`config.mk`:
```
export PLATFORM = sky130hd
export DESIGN_NAME = rv_pipe_top
export DESIGN_NICKNAME = d
export VERILOG_FILES = /design/src/logic/rv_core_pkg.sv /design/src/logic/rv_isa_pkg.sv /design/src/logic/rv_pipe_top.sv /design/src/logic/rv_result.sv /design/src/logic/rv_execute.sv /design/src/logic/rv_decode.sv
export SDC_FILE = /design/constraint.sdc
export NUM_CORES = 2
export LEC_CHECK = 0
export CAP_MARGIN = 5
export CELL_PAD_IN_SITES_DETAIL_PLACEMENT = 1
export CELL_PAD_IN_SITES_GLOBAL_PLACEMENT = 2
export CORE_ASPECT_RATIO = 1.2
export CORE_MARGIN = 5
export CORE_UTILIZATION = 36
export CTS_CLUSTER_DIAMETER = 50
export DETAILED_ROUTE_END_ITERATION = 12
export DONT_BUFFER_PORTS = 1
export PLACE_DENSITY = 0.71
export SLEW_MARGIN = 20
export SYNTH_ARGS = -nofsm -noshare
export SYNTH_HDL_FRONTEND = slang
export SYNTH_SLANG_ARGS = --single-unit
export TNS_END_PERCENT = 10
```
`constraint.sdc`:
```
create_clock -name clk -period 11.1 [get_ports clk]
set_clock_uncertainty 0.05 [all_clocks]
set_input_delay 2.22 -clock clk [delete_from_list [all_inputs] [get_ports clk]]
set_output_delay 2.22 -clock clk [all_outputs]
set_load 0.005 [all_outputs]
```
`src/logic/rv_core_pkg.sv`:
```
`default_nettype none

package rv_core_pkg;

    // data path width and register count
    localparam int XLEN      = 32;
    localparam int REG_COUNT = 32;

    // shift amount comes from the low bits of operand b
    localparam int SHAMT_W = $clog2(XLEN);

    typedef logic [XLEN-1:0] word_t;
    typedef logic [$clog2(REG_COUNT)-1:0] reg_idx_t;

    // operations the execute stage knows
    typedef enum logic [3:0] {
        ALU_ADD,
        ALU_SUB,
        ALU_SLL,
        ALU_SLT,
        ALU_SLTU,
        ALU_XOR,
        ALU_SRL,
        ALU_SRA,
        ALU_OR,
        ALU_AND,
        // lui, operand b already holds the shifted immediate
        ALU_PASS_B
    } alu_op_t;

endpackage : rv_core_pkg

`default_nettype wire

```
`src/logic/rv_isa_pkg.sv`:
```
`default_nettype none

package rv_isa_pkg;

    // raw instruction word
    localparam int INST_W = 32;

    typedef logic [INST_W-1:0] inst_word_t;

    // field widths
    localparam int OPC_W       = 7;
    localparam int F3_W        = 3;
    localparam int F7_W        = 7;
    localparam int REG_FIELD_W = 5;

    // field positions, lsb of each field
    localparam int RD_LSB  = 7;
    localparam int F3_LSB  = 12;
    localparam int RS1_LSB = 15;
    localparam int RS2_LSB = 20;
    localparam int F7_LSB  = 25;

    // immediate fields
    localparam int IMM_I_LSB = 20;
    localparam int IMM_I_W   = 12;
    localparam int IMM_U_LSB = 12;
    localparam int IMM_U_W   = 20;

    // major opcodes handled by this core
    localparam logic [OPC_W-1:0] OPC_OP     = 7'b0110011;
    localparam logic [OPC_W-1:0] OPC_OP_IMM = 7'b0010011;
    localparam logic [OPC_W-1:0] OPC_LUI    = 7'b0110111;

    // funct3 for the integer ALU group
    localparam logic [F3_W-1:0] F3_ADD_SUB = 3'b000;
    localparam logic [F3_W-1:0] F3_SLL     = 3'b001;
    localparam logic [F3_W-1:0] F3_SLT     = 3'b010;
    localparam logic [F3_W-1:0] F3_SLTU    = 3'b011;
    localparam logic [F3_W-1:0] F3_XOR     = 3'b100;
    localparam logic [F3_W-1:0] F3_SR      = 3'b101;
    localparam logic [F3_W-1:0] F3_OR      = 3'b110;
    localparam logic [F3_W-1:0] F3_AND     = 3'b111;

    // funct7, alt selects SUB and SRA
    localparam logic [F7_W-1:0] F7_BASE = 7'b0000000;
    localparam logic [F7_W-1:0] F7_ALT  = 7'b0100000;

endpackage : rv_isa_pkg

`default_nettype wire
```
`src/logic/rv_pipe_top.sv`:
```
`default_nettype none

module rv_pipe_top (
    input  wire                        clk,
    input  wire                        rst_n,
    input  wire                        inst_valid,
    input  wire rv_isa_pkg::inst_word_t inst,
    output logic                       retire_valid,
    output logic                       retire_illegal,
    output rv_core_pkg::reg_idx_t      retire_rd,
    output rv_core_pkg::word_t         retire_value
);
    import rv_core_pkg::*;

    // decode stage outputs
    logic     de_valid;
    logic     de_illegal;
    alu_op_t  de_alu_op;
    word_t    de_a;
    word_t    de_b;
    reg_idx_t de_rd;

    // execute stage outputs, also fed back for forwarding
    word_t    alu_result;
    logic     ex_valid;
    logic     ex_illegal;
    reg_idx_t ex_rd;
    word_t    ex_value;

    // register file read ports
    reg_idx_t rs1_idx;
    reg_idx_t rs2_idx;
    word_t    rs1_data;
    word_t    rs2_data;

    rv_decode rv_decode_i (
        .clk       (clk),
        .rst_n     (rst_n),
        .inst_valid(inst_valid),
        .inst      (inst),
        .alu_result(alu_result),
        .ex_valid  (ex_valid),
        .ex_illegal(ex_illegal),
        .ex_rd     (ex_rd),
        .ex_value  (ex_value),
        .rs1_data  (rs1_data),
        .rs2_data  (rs2_data),
        .rs1_idx   (rs1_idx),
        .rs2_idx   (rs2_idx),
        .de_valid  (de_valid),
        .de_illegal(de_illegal),
        .de_alu_op (de_alu_op),
        .de_a      (de_a),
        .de_b      (de_b),
        .de_rd     (de_rd)
    );

    rv_execute rv_execute_i (
        .clk       (clk),
        .rst_n     (rst_n),
        .de_valid  (de_valid),
        .de_illegal(de_illegal),
        .de_alu_op (de_alu_op),
        .de_a      (de_a),
        .de_b      (de_b),
        .de_rd     (de_rd),
        .alu_result(alu_result),
        .ex_valid  (ex_valid),
        .ex_illegal(ex_illegal),
        .ex_rd     (ex_rd),
        .ex_value  (ex_value)
    );

    rv_result rv_result_i (
        .clk           (clk),
        .rst_n         (rst_n),
        .ex_valid      (ex_valid),
        .ex_illegal    (ex_illegal),
        .ex_rd         (ex_rd),
        .ex_value      (ex_value),
        .rs1_idx       (rs1_idx),
        .rs2_idx       (rs2_idx),
        .rs1_data      (rs1_data),
        .rs2_data      (rs2_data),
        .retire_valid  (retire_valid),
        .retire_illegal(retire_illegal),
        .retire_rd     (retire_rd),
        .retire_value  (retire_value)
    );

endmodule : rv_pipe_top

`default_nettype wire

```
`src/logic/rv_result.sv`:
```
`default_nettype none

module rv_result (
    input  wire                        clk,
    input  wire                        rst_n,
    input  wire                        ex_valid,
    input  wire                        ex_illegal,
    input  wire rv_core_pkg::reg_idx_t ex_rd,
    input  wire rv_core_pkg::word_t    ex_value,
    input  wire rv_core_pkg::reg_idx_t rs1_idx,
    input  wire rv_core_pkg::reg_idx_t rs2_idx,
    output rv_core_pkg::word_t         rs1_data,
    output rv_core_pkg::word_t         rs2_data,
    output logic                       retire_valid,
    output logic                       retire_illegal,
    output rv_core_pkg::reg_idx_t      retire_rd,
    output rv_core_pkg::word_t         retire_value
);
    import rv_core_pkg::*;

    word_t regs [REG_COUNT];
    logic  wr_en;

    // x0 is hardwired, never written
    assign wr_en = ex_valid && !ex_illegal && (ex_rd != '0);

    always_ff @(posedge clk) begin
        if (!rst_n) begin
            for (int i = 0; i < REG_COUNT; i++) begin
                regs[i] <= '0;
            end
        end
        else if (wr_en) begin
            regs[ex_rd] <= ex_value;
        end
    end

    // combinational read ports for decode
    assign rs1_data = (rs1_idx == '0) ? '0 : regs[rs1_idx];
    assign rs2_data = (rs2_idx == '0) ? '0 : regs[rs2_idx];

    always_ff @(posedge clk) begin
        if (!rst_n) begin
            retire_valid <= 1'b0;
        end
        else begin
            retire_valid <= ex_valid;
        end
    end

    // illegal retires report a zero value
    always_ff @(posedge clk) begin
        if (ex_valid) begin
            retire_illegal <= ex_illegal;
            retire_rd      <= ex_rd;
            retire_value   <= ex_illegal ? '0 : ex_value;
        end
    end

    illegal_retire_rd_zero : assert property (@(posedge clk) disable iff (!rst_n)
        retire_valid && retire_illegal |-> retire_rd == '0);

endmodule : rv_result

`default_nettype wire

```
`src/logic/rv_execute.sv`:
```
`default_nettype none

module rv_execute (
    input  wire                        clk,
    input  wire                        rst_n,
    input  wire                        de_valid,
    input  wire                        de_illegal,
    input  wire rv_core_pkg::alu_op_t  de_alu_op,
    input  wire rv_core_pkg::word_t    de_a,
    input  wire rv_core_pkg::word_t    de_b,
    input  wire rv_core_pkg::reg_idx_t de_rd,
    output rv_core_pkg::word_t         alu_result,
    output logic                       ex_valid,
    output logic                       ex_illegal,
    output rv_core_pkg::reg_idx_t      ex_rd,
    output rv_core_pkg::word_t         ex_value
);
    import rv_core_pkg::*;

    logic [SHAMT_W-1:0] shamt;
    logic               lt_signed;
    logic               lt_unsigned;

    assign shamt       = de_b[SHAMT_W-1:0];
    assign lt_signed   = ($signed(de_a) < $signed(de_b));
    assign lt_unsigned = (de_a < de_b);

    always_comb begin
        case (de_alu_op)
            ALU_ADD: begin
                alu_result = de_a + de_b;
            end
            ALU_SUB: begin
                alu_result = de_a - de_b;
            end
            ALU_SLL: begin
                alu_result = de_a << shamt;
            end
            ALU_SLT: begin
                alu_result = {{(XLEN-1){1'b0}}, lt_signed};
            end
            ALU_SLTU: begin
                alu_result = {{(XLEN-1){1'b0}}, lt_unsigned};
            end
            ALU_XOR: begin
                alu_result = de_a ^ de_b;
            end
            ALU_SRL: begin
                alu_result = de_a >> shamt;
            end
            ALU_SRA: begin
                // sign bit fills from the left
                alu_result = word_t'($signed(de_a) >>> shamt);
            end
            ALU_OR: begin
                alu_result = de_a | de_b;
            end
            ALU_AND: begin
                alu_result = de_a & de_b;
            end
            default: begin
                alu_result = de_b;
            end
        endcase
    end

    always_ff @(posedge clk) begin
        if (!rst_n) begin
            ex_valid <= 1'b0;
        end
        else begin
            ex_valid <= de_valid;
        end
    end

    // result travels with its destination for forwarding and writeback
    always_ff @(posedge clk) begin
        if (de_valid) begin
            ex_illegal <= de_illegal;
            ex_rd      <= de_rd;
            ex_value   <= alu_result;
        end
    end

    illegal_has_no_rd : assert property (@(posedge clk) disable iff (!rst_n)
        de_valid && de_illegal |-> de_rd == '0);

endmodule : rv_execute

`default_nettype wire

```
`src/logic/rv_decode.sv`:
```
`default_nettype none

module rv_decode (
    input  wire                        clk,
    input  wire                        rst_n,
    input  wire                        inst_valid,
    input  wire rv_isa_pkg::inst_word_t inst,
    input  wire rv_core_pkg::word_t    alu_result,
    input  wire                        ex_valid,
    input  wire                        ex_illegal,
    input  wire rv_core_pkg::reg_idx_t ex_rd,
    input  wire rv_core_pkg::word_t    ex_value,
    input  wire rv_core_pkg::word_t    rs1_data,
    input  wire rv_core_pkg::word_t    rs2_data,
    output rv_core_pkg::reg_idx_t      rs1_idx,
    output rv_core_pkg::reg_idx_t      rs2_idx,
    output logic                       de_valid,
    output logic                       de_illegal,
    output rv_core_pkg::alu_op_t       de_alu_op,
    output rv_core_pkg::word_t         de_a,
    output rv_core_pkg::word_t         de_b,
    output rv_core_pkg::reg_idx_t      de_rd
);
    import rv_isa_pkg::*;
    import rv_core_pkg::*;

    logic [OPC_W-1:0] opcode;
    logic [F3_W-1:0]  funct3;
    logic [F7_W-1:0]  funct7;
    reg_idx_t         rd;
    logic             alt;
    logic             legal;
    logic             use_imm;
    alu_op_t          f3_op;
    alu_op_t          alu_op;
    word_t            imm;
    word_t            rs1_val;
    word_t            rs2_val;

    // newest producer wins: execute input, then execute register, then file
    function automatic word_t fwd_operand(input reg_idx_t src, input word_t rf_data);
        word_t val;
        val = rf_data;
        if (src != '0) begin
            if (de_valid && !de_illegal && de_rd == src) begin
                val = alu_result;
            end
            else if (ex_valid && !ex_illegal && ex_rd == src) begin
                val = ex_value;
            end
        end
        return val;
    endfunction

    assign opcode  = inst[OPC_W-1:0];
    assign rd      = inst[RD_LSB +: REG_FIELD_W];
    assign rs1_idx = inst[RS1_LSB +: REG_FIELD_W];
    assign rs2_idx = inst[RS2_LSB +: REG_FIELD_W];
    assign funct3  = inst[F3_LSB +: F3_W];
    assign funct7  = inst[F7_LSB +: F7_W];
    assign alt     = (funct7 == F7_ALT);

    // sign-extended I immediate, or U immediate for lui
    assign imm = (opcode == OPC_LUI) ?
                 {inst[IMM_U_LSB +: IMM_U_W], {IMM_U_LSB{1'b0}}} :
                 {{(XLEN-IMM_I_W){inst[INST_W-1]}}, inst[IMM_I_LSB +: IMM_I_W]};

    // funct3 to ALU op, sub only exists in the register form
    always_comb begin
        case (funct3)
            F3_ADD_SUB: f3_op = (opcode == OPC_OP && alt) ? ALU_SUB : ALU_ADD;
            F3_SLL:     f3_op = ALU_SLL;
            F3_SLT:     f3_op = ALU_SLT;
            F3_SLTU:    f3_op = ALU_SLTU;
            F3_XOR:     f3_op = ALU_XOR;
            F3_SR:      f3_op = alt ? ALU_SRA : ALU_SRL;
            F3_OR:      f3_op = ALU_OR;
            default:    f3_op = ALU_AND;
        endcase
    end

    always_comb begin
        legal   = 1'b0;
        use_imm = 1'b0;
        alu_op  = f3_op;
        case (opcode)
            OPC_OP: begin
                legal = (funct7 == F7_BASE) ||
                        (alt && (funct3 == F3_ADD_SUB || funct3 == F3_SR));
            end
            OPC_OP_IMM: begin
                use_imm = 1'b1;
                // shift immediates reuse funct7 bits
                if (funct3 == F3_SLL) begin
                    legal = (funct7 == F7_BASE);
                end
                else if (funct3 == F3_SR) begin
                    legal = (funct7 == F7_BASE) || alt;
                end
                else begin
                    legal = 1'b1;
                end
            end
            OPC_LUI: begin
                legal   = 1'b1;
                use_imm = 1'b1;
                alu_op  = ALU_PASS_B;
            end
            default: begin
                legal = 1'b0;
            end
        endcase
    end

    always_comb begin
        rs1_val = fwd_operand(rs1_idx, rs1_data);
        rs2_val = fwd_operand(rs2_idx, rs2_data);
    end

    always_ff @(posedge clk) begin
        if (!rst_n) begin
            de_valid <= 1'b0;
        end
        else begin
            de_valid <= inst_valid;
        end
    end

    // illegal encodings carry rd of x0 so nothing downstream writes
    always_ff @(posedge clk) begin
        if (inst_valid) begin
            de_illegal <= !legal;
            de_alu_op  <= alu_op;
            de_a       <= rs1_val;
            de_b       <= use_imm ? imm : rs2_val;
            de_rd      <= legal ? rd : '0;
        end
    end

    de_valid_known : assert property (@(posedge clk) disable iff (!rst_n)
        !$isunknown(de_valid));

endmodule : rv_decode

`default_nettype wire

```
---- After elaboration in Yosys (flattened, before gate mapping) ----
Memory sizes are Yosys's and may differ from the RTL's.
Cells that the tools add are included.
cells by class
  bitwise gates (word level) .............. 3
  shifts and indexed selects .............. 3
  reductions and logical operators ........ 25
  equality and inequality tests ........... 23
  add/subtract/negate cells ............... 2
  muxes and demuxes ....................... 25
  order comparisons ....................... 2
operators by type and width
  operator                                        count
  2-to-1 mux 32 bit                               10
  one-hot mux 32 bit (10 select lines)            1
  < comparator 32 bit                             2
  adder 32 bit                                    1
  bitwise AND 32 bit                              1
  OR 32 bit                                       1
  OR reduction 32 bit                             1
  left shift 32 x 5 -> 32 bit                     1
  right shift 32 x 5 -> 32 bit                    1
  >>> shifter 32 x 5 -> 32 bit                    1
  subtractor 32 bit                               1
  bitwise XOR 32 bit                              1
  2-to-1 mux 31 bit                               1
  one-hot mux 4 bit (7 select lines)              1
  == test 7 x 6 -> 1 bit (second input constant)  3
  == test 5 bit                                   4
  == test 4 x 3 -> 1 bit (second input constant)  4
  nonzero test 5 bit                              3
  zero test 5 bit                                 2
  2-to-1 mux 1 bit                                10
  == test 3 bit (second input constant)           3
  logical AND 1 bit                               9
  == test 4 x 2 -> 1 bit (second input constant)  2
  == test 4 bit (second input constant)           2
  other kinds (12)                                17
word-level totals
  memory bits (writable) .................. 1024
  bits of input ports ..................... 35
  bits in registers ....................... 153
  word-level logic and storage cells ...... 98
  memories ................................ 1
  output and inout bits ................... 39
memories
  memory            depth  bits a word  read ports  clocked after memory_dff  wr ports  RTL line         text
  rv_result_i.regs  32     32           2           0                         32        rv_result.sv:21  word_t regs [REG_COUNT];

---- Longest topological paths before layout ----
  depth after elaboration ................. 8
  mapped depth ............................ 16
  mapped depth without buffers ............ 13

---- By module ----
A second synthesis with hierarchy kept.
unflattened totals
  cells, all modules ...................... 5592
  area total of the unflattened synthesis .. 71150.7 µm²
modules (own cells, without submodules)
  module      times used  area each (µm²)  cells an instance  sequential area each (µm²)
  rv_result   1           55853.6          3742               31910.6
  rv_execute  1           9862.0           1282               1161.1
  rv_decode   1           5435.2           568                2242.2

---- Worst setup path before layout ----
No wires, ideal clock.
  path kind ............................... in2reg
  from .................................... input port rst_n
  to ...................................... memory rv_result_i.regs[22][0] (netlist name) (enable)
  arrival ................................. 5.510 ns
  path buffers ............................ 3
  stages on the path ...................... 6
  required time ........................... 10.584 ns
  library setup time ...................... 0.466 ns
  setup slack ............................. 5.074 ns
  cells stage by stage .................... clkbuf_1 nand2_1 or2_2 clkbuf_1 clkbuf_1 o21ai_0
RTL lines
  element             RTL line          text
  start: declaration  rv_pipe_top.sv:5  input wire rst_n,
  end: declaration    rv_result.sv:21

---- Worst setup path after layout ----
  from .................................... input port inst[21]
  to ...................................... register rv_decode_i.de_b[29] (data pin)
between the ends
  longest elaborated chain between the ends .. 6
  elaborated cells on any way between the ends .. 12
  those cells by class .................... eq/ne: 2; mux: 5; reduce/logical: 4; memory: 1
ends and longest elaborated chain
  element                                                        RTL line                          text
  start: declaration                                             rv_pipe_top.sv:7                  input wire rv_isa_pkg::inst_word_t inst,
  memory (32 x 32 bit), or another cell as far along             --
  2-to-1 mux 32 bit / logical AND 1 bit (equally long branches)  rv_result.sv:40, rv_decode.sv:48
  2-to-1 mux 32 bit                                              rv_decode.sv:48                   else if (ex_valid && !ex_illegal && ex_rd == src) begin
  2-to-1 mux 32 bit                                              rv_decode.sv:45                   if (de_valid && !de_illegal && de_rd == src) begin
  2-to-1 mux 32 bit *                                            rv_decode.sv:44                   if (src != '0) begin
  2-to-1 mux 32 bit *                                            rv_decode.sv:135                  de_b <= use_imm ? imm : rs2_val;
  end signal: assignment                                         rv_decode.sv:135
  end: declaration                                               rv_decode.sv:21                   output rv_core_pkg::word_t de_b,
Mark *: on every way between the ends. The rest lies on a longest branch, timed or not.
A chain may end at the register's enable or synchronous reset.

==> impl_metrics.yaml <==
detailed_routing:
  drc: 0
  vias: 50094
  wl_per_cell_um: 37.0
  dr.pass1.iters: 6
  ant_nets: 0
  vias_per_cell: 6.37
  routed_wl_um: 290000
  first_iter_violations: 6412
logic_synthesis:
  async_flop_share_pct: 0
  avgSynthCellArea_um2: 13.3
  synth_edf_count: 1174
  synth-seq-cells: 1177
  yosys_warnings: 0
  synth_top_cell_by_area: "edfxtp_1"
  ys_seq_area_share_pct: 50.0
  synth_cells: 5321
  syn_area_um2: 70600
  synthTopCellsByArea: "edfxtp_1 50%, mux4_2 20%, and2_1 8.7%"
  synth.top_cell.area_share_pct: 49.9
  synth.lib_cells_used.distinct: 90
  synthFlopType: "edfxtp_1"
worst_setup_path:
  r2r-end: "rv_decode_i.de_a[29]$_DFFE_PP_"
  required_ns: 11.59
  path_class: "in2reg"
  cp.arrival_ns: 5.59
  reg2reg_depth: 12
  cp-end-kind: "register"
  cp-start-kind: "input port"
  crit_path_max_fanout: 230
  rrSetupSlack_ns: 6.05
  r2r_start: "rv_decode_i.de_b[1]$_DFFE_PP_"
global_routing:
  grt_start_max_net_pins: 296
  grt_pass1_wl_um: 403000
  grt_use_total_pct: 27.5
  grt_overflow: 0
  grt_antenna_before_repair: 31
  grt_pass1_vias: 51042
power:
  power_density_nw_per_um2: 153
  p_leak_nw: 27.5
  ir_worst_vdd_uv: 119
floorplan:
  die_x_um: 414
  std_cell_rows: 178
  die_y_um: 495
  coreArea_um2: 196000
  start_util_pct: 36.1
  dieArea_um2: 205000
  ioPinCount: 74
placement:
  dp_cells: 7574
  gp_congestion: 0.958
  place_worst_setup_slack_ns: 5.80
  port_buffers: 0
  hpwl_um: 181000
outcome:
  status: "finished clean"
clocking:
  cts_setup_buffers: 0
  cts_resized: 0
  cts_root_buf: "clkbuf_16"
  cts_hold_buf: 0
  ctsHtreeMaxLevel: 4
  clk_latency_ns: 0.82
  clock_sinks: 1177
  clk_path_buf_depth: 3
  clkTransAtPathRegs_ns: 0.06
  cts_tree: "done"
  numCtsBuffers: 139
cells_and_area:
  seq_area_um2: 35300
  drive_gt1_share_pct: 21.9
  area_growth_pct: 11.0
  fin_nets: 5250
  multiInputGateArea_um2: 33500
  final_cells: 7859
  fillers: 20097
worst_hold_path:
  min_from: "rv_decode_i.de_illegal$_DFFE_PP_"
  min_path_type: "reg2reg"
  hold_depth: 0
  holdPathEnd: "rv_execute_i.ex_illegal$_DFFE_PP_"
sta:
  period_share_pct: 46.0
  min_period_ns: 5.10
  fmax_ghz: 0.196
  rsz0062_at_grt: "false"
  maxSlewHeadroom_pct: 5.64
  timing.final.ws_setup_ns: 6.00
  final_max_slew_viol_count: 0
  setup-violations-final: 0
  worst_slew_pin_slew_ns: 1.42
  fin_tns_setup_ns: 0
  hold_viol_final: 0
flow_run:
  maxCapViolCount: 0
-- critical path: stages --
cell	delay [ns]
nor2_2	0.75
buf_4	0.35
a221oi_1	0.15
a22oi_1	0.20
o21ai_0	0.19
o21ai_0	0.60
o22ai_1	0.25
a21boi_0	0.27
nor2_1	0.06
-- kinds of logic after synthesis --
logic type | synth area share (%)
other cells | 0.00531
simple gates | 13.4
compound gates | 7.58
xor+xnor | 0.484
flops | 50.0
mux | 23.0
fa+ha+maj | 1.83
buf+inv | 3.61
-- cell usage after synthesis, types with 12 or more instances --
master / number
a211o_1: 12
a211oi_1: 28
a21o_1: 18
a21oi_1: 221
a221o_1: 13
a221oi_1: 42
a22oi_1: 29
a31oi_1: 32
and2_1: 982
and3_1: 18
buf_1: 66
buf_2: 41
clkbuf_1: 418
edfxtp_1: 1174
ha_1: 100
inv_1: 109
mux2_2: 47
mux2i_1: 142
mux4_2: 633
nand2_1: 193
nand2b_1: 23
nand3_1: 30
nor2_1: 257
nor2b_1: 49
nor3_1: 76
nor4_1: 18
o211ai_1: 32
o21ai_0: 184
o221ai_1: 32
o22ai_1: 34
or3_1: 17
xnor2_1: 20
xor2_1: 19
-- metal layers --
metal / GRT usage, % / part of all wire (%) / wire (µm)
met5: 0 / 0.0079 / 23
met4: 14.1 / 6.0 / 17500
met3: 4.90 / 8.0 / 23300
met2: 46.8 / 49 / 142000
met1: 33.8 / 37 / 107000
-- how the worst max path moves through the flow --
stage               slack [ns]                           from                                    end
finish                    6.00                       inst[21]         rv_decode_i.de_b[29]$_DFFE_PP_
global route              5.91  rv_decode_i.de_b[1]$_DFFE_PP_         rv_decode_i.de_a[29]$_DFFE_PP_
CTS                       6.08  rv_decode_i.de_b[1]$_DFFE_PP_         rv_decode_i.de_a[29]$_DFFE_PP_
detailed placement        5.80                       inst[23]         rv_decode_i.de_b[25]$_DFFE_PP_
global placement          5.82                       inst[23]         rv_decode_i.de_b[25]$_DFFE_PP_
floorplan                 5.07                          rst_n  rv_result_i.regs[22][0]$_SDFFCE_PN0P_
-- per-stage QoR --
stage / cell area, µm² / hold slack [ns] / power, mW / util [%]
finish: 78400 / 0.415 / 12.0 / 40.1
global route: 78300 / 0.417 / 12.3 / 40.1
CTS: 78200 / 0.419 / 12.0 / 40.0
detailed placement: 73700 / 0.408 / 7.38 / 37.7
global placement: 73600 / 0.427 / 7.35 / 37.6
floorplan: 70700 / 0.374 / 6.66 / -
-- cells in the final DEF, fill, tap and decap left out, drive strengths merged, types with 31 or more instances in the layout --
master     n
a21oi    222
a221oi    43
a31oi     32
and2     983
buf      157
clkbuf   177
clkinv    50
conb      32
edfxtp  1174
ha       100
inv      127
mux2      48
mux2i    142
mux4     635
nand2    193
nand3     31
nor2     257
nor2b     49
nor3      76
o211ai    33
o21ai    194
o221ai    32
o22ai     34
-- power breakdown --
part | internal, mW | switching (mW)
Combinational | 0.788 | 1.30
Clock | 2.59 | 2.02
Sequential | 5.09 | 0.175
-- flip-flops by register name, indices dropped and copies added (netlist names), 4 cells and up --
name,flops
rv_decode_i.de_a,32
rv_decode_i.de_alu_op,4
rv_execute_i.ex_rd,5
rv_decode_i.de_rd,5
rv_decode_i.de_b,32
rv_result_i.regs,1024
rv_result_i.retire_rd,5
rv_result_i.retire_value,32
rv_execute_i.ex_value,32
-- layout make-up --
class                   count  share of cell area (%)
inverters                 114                   0.551
repair buffers            157                    1.63
clock buffers             177                    4.65
well taps                2610                    4.17
diodes                     25                  0.0798
clock inverters            75                    1.13
multi-input cells        3524                    42.7
flip-flops and latches   1177                    45.1
No activity file was read; power rests on OpenSTA's default activity.
